**src/fpu_nc_pkg.sv**
```systemverilog
// Shared types and constants for the binary32 non-computational FPU
package fpu_nc_pkg;

  // ----------------------------------------------------------------------
  // Format and pipeline constants
  // ----------------------------------------------------------------------
  localparam int unsigned FP_WIDTH     = 32;
  localparam int unsigned EXP_BITS     = 8;
  localparam int unsigned MAN_BITS     = 23;
  localparam int unsigned TAG_WIDTH    = 4;
  // Register stages before and after the operation block
  localparam int unsigned NUM_INP_REGS = 1;
  localparam int unsigned NUM_OUT_REGS = 1;

  // Binary32 value split into its fields
  typedef struct packed {
    logic                sign;
    logic [EXP_BITS-1:0] exponent;
    logic [MAN_BITS-1:0] mantissa;
  } fp_t;

  // Canonical quiet NaN: positive, exponent all ones, top mantissa bit set
  localparam fp_t CANON_QNAN = {1'b0, {EXP_BITS{1'b1}}, 1'b1, {(MAN_BITS-1){1'b0}}};

  // Operation group
  typedef enum logic [1:0] {
    SGNJ     = 2'd0,
    MINMAX   = 2'd1,
    CMP      = 2'd2,
    CLASSIFY = 2'd3
  } operation_e;

  // Sub-operation selector, reuses the rounding-mode encoding
  typedef enum logic [2:0] {
    RNE = 3'b000,
    RTZ = 3'b001,
    RDN = 3'b010,
    RUP = 3'b011
  } roundmode_e;

  // IEEE exception flags, invalid first
  typedef struct packed {
    logic nv;
    logic dz;
    logic of;
    logic uf;
    logic nx;
  } status_t;

  // One-hot class mask in fclass bit order
  typedef enum logic [9:0] {
    NEGINF     = 10'b00_0000_0001,
    NEGNORM    = 10'b00_0000_0010,
    NEGSUBNORM = 10'b00_0000_0100,
    NEGZERO    = 10'b00_0000_1000,
    POSZERO    = 10'b00_0001_0000,
    POSSUBNORM = 10'b00_0010_0000,
    POSNORM    = 10'b00_0100_0000,
    POSINF     = 10'b00_1000_0000,
    SNAN       = 10'b01_0000_0000,
    QNAN       = 10'b10_0000_0000
  } classmask_e;

  // Per-operand class flags
  typedef struct packed {
    logic is_normal;
    logic is_subnormal;
    logic is_zero;
    logic is_inf;
    logic is_nan;
    logic is_signalling;
    logic is_quiet;
  } fp_info_t;

  typedef logic [TAG_WIDTH-1:0] tag_t;

  // ----------------------------------------------------------------------
  // Request and response payloads
  // ----------------------------------------------------------------------
  typedef struct packed {
    fp_t        operand_a;
    fp_t        operand_b;
    operation_e op;
    roundmode_e rnd_mode;
    logic       op_mod;
    tag_t       tag;
  } nc_req_t;

  typedef struct packed {
    fp_t        result;
    status_t    status;
    classmask_e class_mask;
    logic       is_class;
    tag_t       tag;
  } nc_rsp_t;

endpackage
```
**src/fpu_nc_top.sv**
```systemverilog
// Non-computational FPU top: input stages, operation block, output stages
`timescale 1ns/1ps

module fpu_nc_top (
  input  logic                clk_i,
  input  logic                rst_n_i,
  input  logic                flush_i,
  // Request side
  input  logic                in_valid_i,
  output logic                in_ready_o,
  input  fpu_nc_pkg::nc_req_t req_i,
  // Response side
  output logic                out_valid_o,
  input  logic                out_ready_i,
  output fpu_nc_pkg::nc_rsp_t rsp_o,
  // High while any stage holds an item
  output logic                busy_o
);

  localparam int unsigned NI = fpu_nc_pkg::NUM_INP_REGS;
  localparam int unsigned NO = fpu_nc_pkg::NUM_OUT_REGS;

  // ----------------------------------------------------------------------
  // Input chain, index i is the signal after i stages
  // ----------------------------------------------------------------------
  logic                [0:NI] inp_valid;
  logic                [0:NI] inp_ready;
  fpu_nc_pkg::nc_req_t [0:NI] inp_data;

  assign inp_valid[0] = in_valid_i;
  assign inp_data[0]  = req_i;
  assign in_ready_o   = inp_ready[0];

  for (genvar i = 0; i < NI; i++) begin : gen_inp_stage
    pipe_stage #(
      .payload_t (fpu_nc_pkg::nc_req_t)
    ) u_stage (
      .clk_i   (clk_i),
      .rst_n_i (rst_n_i),
      .flush_i (flush_i),
      .valid_i (inp_valid[i]),
      .ready_o (inp_ready[i]),
      .data_i  (inp_data[i]),
      .valid_o (inp_valid[i+1]),
      .ready_i (inp_ready[i+1]),
      .data_o  (inp_data[i+1])
    );
  end

  // ----------------------------------------------------------------------
  // Operation block, handshake passes straight across
  // ----------------------------------------------------------------------
  logic                [0:NO] out_valid;
  logic                [0:NO] out_ready;
  fpu_nc_pkg::nc_rsp_t [0:NO] out_data;

  fpu_nc_ops u_ops (
    .req_i (inp_data[NI]),
    .rsp_o (out_data[0])
  );

  assign out_valid[0]  = inp_valid[NI];
  assign inp_ready[NI] = out_ready[0];

  // Output chain
  for (genvar i = 0; i < NO; i++) begin : gen_out_stage
    pipe_stage #(
      .payload_t (fpu_nc_pkg::nc_rsp_t)
    ) u_stage (
      .clk_i   (clk_i),
      .rst_n_i (rst_n_i),
      .flush_i (flush_i),
      .valid_i (out_valid[i]),
      .ready_o (out_ready[i]),
      .data_i  (out_data[i]),
      .valid_o (out_valid[i+1]),
      .ready_i (out_ready[i+1]),
      .data_o  (out_data[i+1])
    );
  end

  assign out_ready[NO] = out_ready_i;
  assign out_valid_o   = out_valid[NO];
  assign rsp_o         = out_data[NO];

  // Registered valids only, the raw request does not count
  assign busy_o = |{inp_valid[1:NI], out_valid[1:NO]};

endmodule

```
**src/fpu_nc_ops.sv**
```systemverilog
// Combinational datapath for sign injection, min/max, compare and classify
`timescale 1ns/1ps

module fpu_nc_ops (
  input  fpu_nc_pkg::nc_req_t req_i,
  output fpu_nc_pkg::nc_rsp_t rsp_o
);

  fpu_nc_pkg::fp_t      op_a;
  fpu_nc_pkg::fp_t      op_b;
  fpu_nc_pkg::fp_info_t info_a;
  fpu_nc_pkg::fp_info_t info_b;

  assign op_a = req_i.operand_a;
  assign op_b = req_i.operand_b;

  // One classifier per operand
  fp_classifier u_class_a (
    .operand_i (op_a),
    .info_o    (info_a)
  );

  fp_classifier u_class_b (
    .operand_i (op_b),
    .info_o    (info_b)
  );

  // ----------------------------------------------------------------------
  // Shared compare terms
  // ----------------------------------------------------------------------
  logic any_nan;
  logic any_snan;
  logic equal;
  logic a_smaller;

  assign any_nan  = info_a.is_nan | info_b.is_nan;
  assign any_snan = info_a.is_signalling | info_b.is_signalling;
  // Both zeros are equal regardless of sign
  assign equal    = (op_a == op_b) | (info_a.is_zero & info_b.is_zero);

  // Sign-aware ordering; -0 sorts below +0
  always_comb begin
    if (op_a.sign != op_b.sign) begin
      a_smaller = op_a.sign;
    end else if (op_a.sign) begin
      // Both negative, larger magnitude is smaller
      a_smaller = {op_a.exponent, op_a.mantissa} > {op_b.exponent, op_b.mantissa};
    end else begin
      a_smaller = {op_a.exponent, op_a.mantissa} < {op_b.exponent, op_b.mantissa};
    end
  end

  // ----------------------------------------------------------------------
  // Sign injection
  // ----------------------------------------------------------------------
  fpu_nc_pkg::fp_t sgnj_result;

  // RNE copies, RTZ negates, RDN xors b's sign; RUP passes a through
  always_comb begin
    sgnj_result = op_a;
    case (req_i.rnd_mode)
      fpu_nc_pkg::RNE: sgnj_result.sign = op_b.sign;
      fpu_nc_pkg::RTZ: sgnj_result.sign = ~op_b.sign;
      fpu_nc_pkg::RDN: sgnj_result.sign = op_a.sign ^ op_b.sign;
      default:         sgnj_result      = op_a;
    endcase
  end

  // ----------------------------------------------------------------------
  // Minimum / maximum
  // ----------------------------------------------------------------------
  fpu_nc_pkg::fp_t minmax_result;

  // RNE picks the minimum, any other mode the maximum
  always_comb begin
    if (info_a.is_nan && info_b.is_nan) begin
      minmax_result = fpu_nc_pkg::CANON_QNAN;
    end else if (info_a.is_nan) begin
      minmax_result = op_b;
    end else if (info_b.is_nan) begin
      minmax_result = op_a;
    end else if (req_i.rnd_mode == fpu_nc_pkg::RNE) begin
      minmax_result = a_smaller ? op_a : op_b;
    end else begin
      minmax_result = a_smaller ? op_b : op_a;
    end
  end

  // ----------------------------------------------------------------------
  // Comparisons
  // ----------------------------------------------------------------------
  logic cmp_bit;
  logic cmp_nv;

  // RNE = LE and RTZ = LT signal on any NaN; RDN = EQ is quiet
  always_comb begin
    cmp_bit = 1'b0;
    cmp_nv  = 1'b0;
    case (req_i.rnd_mode)
      fpu_nc_pkg::RNE: begin
        cmp_nv  = any_nan;
        cmp_bit = ~any_nan & ((a_smaller | equal) ^ req_i.op_mod);
      end
      fpu_nc_pkg::RTZ: begin
        cmp_nv  = any_nan;
        cmp_bit = ~any_nan & ((a_smaller & ~equal) ^ req_i.op_mod);
      end
      fpu_nc_pkg::RDN: begin
        cmp_nv  = any_snan;
        // Unordered never equals, so inversion yields one
        cmp_bit = any_nan ? req_i.op_mod : (equal ^ req_i.op_mod);
      end
      default: begin
        cmp_bit = 1'b0;
      end
    endcase
  end

  // ----------------------------------------------------------------------
  // Classification of operand a
  // ----------------------------------------------------------------------
  fpu_nc_pkg::classmask_e class_mask;

  always_comb begin
    if (info_a.is_normal) begin
      class_mask = op_a.sign ? fpu_nc_pkg::NEGNORM : fpu_nc_pkg::POSNORM;
    end else if (info_a.is_subnormal) begin
      class_mask = op_a.sign ? fpu_nc_pkg::NEGSUBNORM : fpu_nc_pkg::POSSUBNORM;
    end else if (info_a.is_zero) begin
      class_mask = op_a.sign ? fpu_nc_pkg::NEGZERO : fpu_nc_pkg::POSZERO;
    end else if (info_a.is_inf) begin
      class_mask = op_a.sign ? fpu_nc_pkg::NEGINF : fpu_nc_pkg::POSINF;
    end else begin
      class_mask = info_a.is_quiet ? fpu_nc_pkg::QNAN : fpu_nc_pkg::SNAN;
    end
  end

  // ----------------------------------------------------------------------
  // Result selection
  // ----------------------------------------------------------------------
  always_comb begin
    rsp_o            = '0;
    rsp_o.class_mask = class_mask;
    rsp_o.tag        = req_i.tag;
    case (req_i.op)
      fpu_nc_pkg::SGNJ:   rsp_o.result = sgnj_result;
      fpu_nc_pkg::MINMAX: begin
        rsp_o.result    = minmax_result;
        // Quiet comparison, only sNaN is invalid
        rsp_o.status.nv = any_snan;
      end
      fpu_nc_pkg::CMP: begin
        rsp_o.result    = {{(fpu_nc_pkg::FP_WIDTH-1){1'b0}}, cmp_bit};
        rsp_o.status.nv = cmp_nv;
      end
      default:            rsp_o.is_class = 1'b1;
    endcase
  end

endmodule

```
**src/pipe_stage.sv**
```systemverilog
// Single valid/ready register stage with synchronous flush and typed payload
`timescale 1ns/1ps

module pipe_stage #(
  parameter type payload_t = logic
) (
  input  logic     clk_i,
  input  logic     rst_n_i,
  input  logic     flush_i,
  // Upstream side
  input  logic     valid_i,
  output logic     ready_o,
  input  payload_t data_i,
  // Downstream side
  output logic     valid_o,
  input  logic     ready_i,
  output payload_t data_o
);

  logic     valid_q;
  payload_t data_q;

  // Accept when the next stage takes our item or we only hold a bubble
  assign ready_o = ready_i | ~valid_q;

  // ----------------------------------------------------------------------
  // Valid bit, cleared by reset and flush
  // ----------------------------------------------------------------------
  always_ff @(posedge clk_i) begin
    if (!rst_n_i) begin
      valid_q <= 1'b0;
    end else if (flush_i) begin
      valid_q <= 1'b0;
    end else if (ready_o) begin
      valid_q <= valid_i;
    end
  end

  // Payload only moves on a real transfer
  always_ff @(posedge clk_i) begin
    if (ready_o && valid_i) begin
      data_q <= data_i;
    end
  end

  assign valid_o = valid_q;
  assign data_o  = data_q;

endmodule

```
**src/fp_classifier.sv**
```systemverilog
// Binary32 operand classifier: zero, subnormal, normal, infinity and NaN kinds
`timescale 1ns/1ps

module fp_classifier (
  input  fpu_nc_pkg::fp_t      operand_i,
  output fpu_nc_pkg::fp_info_t info_o
);

  logic exp_ones;
  logic exp_zero;
  logic man_zero;
  logic quiet_bit;

  // Field decode
  assign exp_ones  = &operand_i.exponent;
  assign exp_zero  = ~|operand_i.exponent;
  assign man_zero  = ~|operand_i.mantissa;
  // Top mantissa bit tells quiet from signalling NaNs
  assign quiet_bit = operand_i.mantissa[fpu_nc_pkg::MAN_BITS-1];

  // ----------------------------------------------------------------------
  // Class flags
  // ----------------------------------------------------------------------
  always_comb begin
    info_o = '0;
    // Biased exponent strictly between the extremes
    info_o.is_normal     = ~exp_ones & ~exp_zero;
    // Zero exponent splits on the mantissa
    info_o.is_subnormal  = exp_zero & ~man_zero;
    info_o.is_zero       = exp_zero & man_zero;
    // All-ones exponent, same split
    info_o.is_inf        = exp_ones & man_zero;
    info_o.is_nan        = exp_ones & ~man_zero;
    // NaN kind
    info_o.is_signalling = exp_ones & ~man_zero & ~quiet_bit;
    info_o.is_quiet      = exp_ones & quiet_bit;
  end

endmodule

```
**config.mk**
```make
export PLATFORM = sky130hd
export DESIGN_NAME = fpu_nc_top
export DESIGN_NICKNAME = d
export VERILOG_FILES = /design/src/fpu_nc_pkg.sv /design/src/fpu_nc_top.sv /design/src/fpu_nc_ops.sv /design/src/pipe_stage.sv /design/src/fp_classifier.sv
export SDC_FILE = /design/constraint.sdc
export NUM_CORES = 1
export LEC_CHECK = 0
export ABC_AREA = 1
export BUFFER_PORTS_ARGS = -buffer_cell sky130_fd_sc_hd__buf_2
export CORE_ASPECT_RATIO = 1.25
export CORE_UTILIZATION = 59
export DETAILED_ROUTE_END_ITERATION = 8
export PLACE_DENSITY = 0.92
export SLEW_MARGIN = 20
export SYNTH_ARGS = -nofsm -noshare
export SYNTH_HDL_FRONTEND = slang
export SYNTH_SLANG_ARGS = --single-unit
```
**constraint.sdc**
```tcl
create_clock -name clk_i -period 5 [get_ports clk_i]
set_clock_uncertainty 0.2 [all_clocks]
set_input_delay 0.5 -clock clk_i [delete_from_list [all_inputs] [get_ports clk_i]]
set_output_delay 0.5 -clock clk_i [all_outputs]
set_load 0.1 [all_outputs]
```
==> impl_metrics.json <==
{
  "fp.dieH_um": 118,
  "vias": 5040,
  "cts.sinks": 124,
  "cts_setup_buffers": 0,
  "cap_violations": 0,
  "cts_buffers": 17,
  "synth_top_area_share_pct": 57.4,
  "finalMaxSlewViolations": 0,
  "grt_antenna_before_repair": 0,
  "synthesis.area_mm2": 0.00638,
  "final_design_area_no_fill_mm2": 0.00767,
  "grt_usage_pct": 28.9,
  "finalCriticalPeriod_ns": 3.51,
  "required_ns": 5.05,
  "grt_max_degree": 46,
  "via_per_inst": 5.68,
  "cts_tree": "built",
  "fillers": 732,
  "synth_ff_type": "edfxtp_1",
  "wl_mm": 15.4,
  "drt-initial-drc-count": 379,
  "n_antenna_cell": 0,
  "synth-edff-count": 122,
  "end_kind": "flip-flop",
  "synth-seq-cells": 124,
  "setup_viol": 0,
  "layout_commonest_cell": "nand2_1",
  "area_delta_synth_final_pct": 20.3,
  "synth-seq-area-share_pct": 58.0,
  "io_buffer_count": 129,
  "htreeDepth": 4,
  "post_cts_resized": 0,
  "crit_path_start_kind": "flip-flop",
  "fmax_mhz": 285,
  "cts_buffer_depth": 2,
  "multi_input_area_mm2": 0.00224,
  "seq_area_mm2": 0.00370,
  "critPathKind": "reg -> reg",
  "post-route-drc-count": 0,
  "postSynthAreaPerCell_um2": 10.5,
  "fin_crit_sh_pct": 70.2,
  "ys.warnings.count": 0,
  "crit_arrival_ns": 3.56,
  "core_area_mm2": 0.0106,
  "grt_pass1_wl_mm": 24.2,
  "clk_pin_slew_ns": 0.06,
  "finalWeightedCongestion": 0.894,
  "grt_overflow": 0,
  "final_cell_mix": "nand2_1, buf_2, edfxtp_1",
  "hpwl_mm": 10.6,
  "root_buffer": "clkbuf_16",
  "hold_buffers": 0,
  "detail-route-antenna-nets": 0,
  "dr.pass1.iters": 5,
  "synthTopCellsByArea": "edfxtp_1, nand2_1, ha_1",
  "finalSetupTns_ns": 0,
  "relSlewSlack_pct": 37.9,
  "io_pins": 134,
  "hold_viol_final": 0,
  "rows": 42,
  "max-vdd-ir-drop_mv": 0.384,
  "die_area_mm2": 0.0112,
  "powerDensity_mw_per_mm2": 363,
  "synth-async-reset-ratio_pct": 0,
  "synthCells": 608,
  "grt_pass1_vias": 4989,
  "start_util_pct": 60.4,
  "wl_per_cell_um": 17.3,
  "clkLatencyLatePin_ns": 0.42,
  "p_total_mw": 2.79,
  "worstMarginPinSlew_ns": 0.931,
  "finalNetCount": 860,
  "hold_class": "in -> reg",
  "yosysUniqueCellTypes": 37,
  "final_layout_size_suffix_gt1_share_pct": 28.0,
  "status": "completed",
  "die_w_um": 95.0,
  "crit_path_max_fanout": 33,
  "rsz0062_at_grt": "no",
  "yosys.area.top_type": "edfxtp_1",
  "leakage_nw": 3.32,
  "dpl_cell_area_mm2": 0.00711
}
state kept, by name (all words and copies together) (netlist names):
signal	count
gen_out_stage.u_stage.data_o	48
gen_inp_stage.u_stage.data_o	74
gen_inp_stage.u_stage.valid_o	1
gen_out_stage.u_stage.valid_o	1
through the flow:
step	cells	hold WS, ns	utilization (%)	setup slack [ns]
floorplan	611	0.200	-	1.02
global placement	855	0.205	67.3	1.75
detailed placement	855	0.205	67.3	1.61
CTS	887	0.0458	72.5	1.54
global route	888	0.0389	72.7	1.20
finish	888	0.0552	72.7	1.49
per-layer routing:
layer,GRT usage [%],up-vias,share of wire [%]
li1,-,2358,-
met1,33.6,2350,38
met2,49.1,274,52
met3,6.50,58,7.0
met4,14.7,0,3.7
met5,0,-,0
layout make-up:
type / count / area share, %
Clock inverter: 14 / 1.58
Multi-Input combinational cell: 381 / 29.2
Tap cell: 132 / 2.15
Sequential cell: 124 / 48.3
Clock buffer: 18 / 5.59
Timing Repair Buffer: 135 / 9.10
Inverter: 84 / 4.11
synth_stat cells, drive strengths merged (2+ instances only):
| cell type | count |
|---|---|
| inv | 83 |
| or2 | 2 |
| nor4 | 9 |
| edfxtp | 122 |
| nand3 | 62 |
| buf | 15 |
| o21ai | 4 |
| nand4 | 16 |
| nand3b | 6 |
| o211ai | 3 |
| nor3 | 5 |
| a21oi | 45 |
| dfxtp | 2 |
| ha | 38 |
| nand2 | 149 |
| a21o | 2 |
| nor2 | 31 |
| clkbuf | 7 |
path summary, 6_finish.rpt:
kind,from,endpoint,slack [ns],cells past startpoint
hold / removal,req_i[33],gen_inp_stage[0].u_stage.data_o[33]$_DFFE_PP_,0.06,1
hold reg to reg,gen_inp_stage[0].u_stage.data_o[3]$_DFFE_PP_,gen_out_stage[0].u_stage.data_o[3]$_DFFE_PP_,0.22,0
setup reg to reg,gen_inp_stage[0].u_stage.data_o[64]$_DFFE_PP_,gen_out_stage[0].u_stage.data_o[49]$_DFFE_PP_,1.49,15
setup / recovery,gen_inp_stage[0].u_stage.data_o[64]$_DFFE_PP_,gen_out_stage[0].u_stage.data_o[49]$_DFFE_PP_,1.49,15
cells by family after synthesis:
kind of cell	share of synthesized area (%)
simple gates	21.5
flops	58.0
buf+inv	7.18
compound gates	5.75
fa+ha+maj	7.45
other cells	0.0588
power by group:
part | internal [mW] | switching [mW]
clock | 0.682 | 0.453
sequential | 1.20 | 0.0360
combinational | 0.108 | 0.303
total | 1.99 | 0.793
worst max-delay path, cell delays in order (launching register included):
cell and delay, ns:
edfxtp_1 0.50, ha_1 0.35, a21o_1 0.17, nor2_1 0.16, nand2_1 0.09, a21oi_1 0.18, nand3_1 0.10, nand2_1 0.10
nand2_2 0.08, nand2_2 0.07, nand3_4 0.35, nand2_4 0.48, nand2_1 0.17, o21ai_2 0.09, nand2_1 0.07, a21oi_1 0.17
Power figures use the tool's default switching activity.
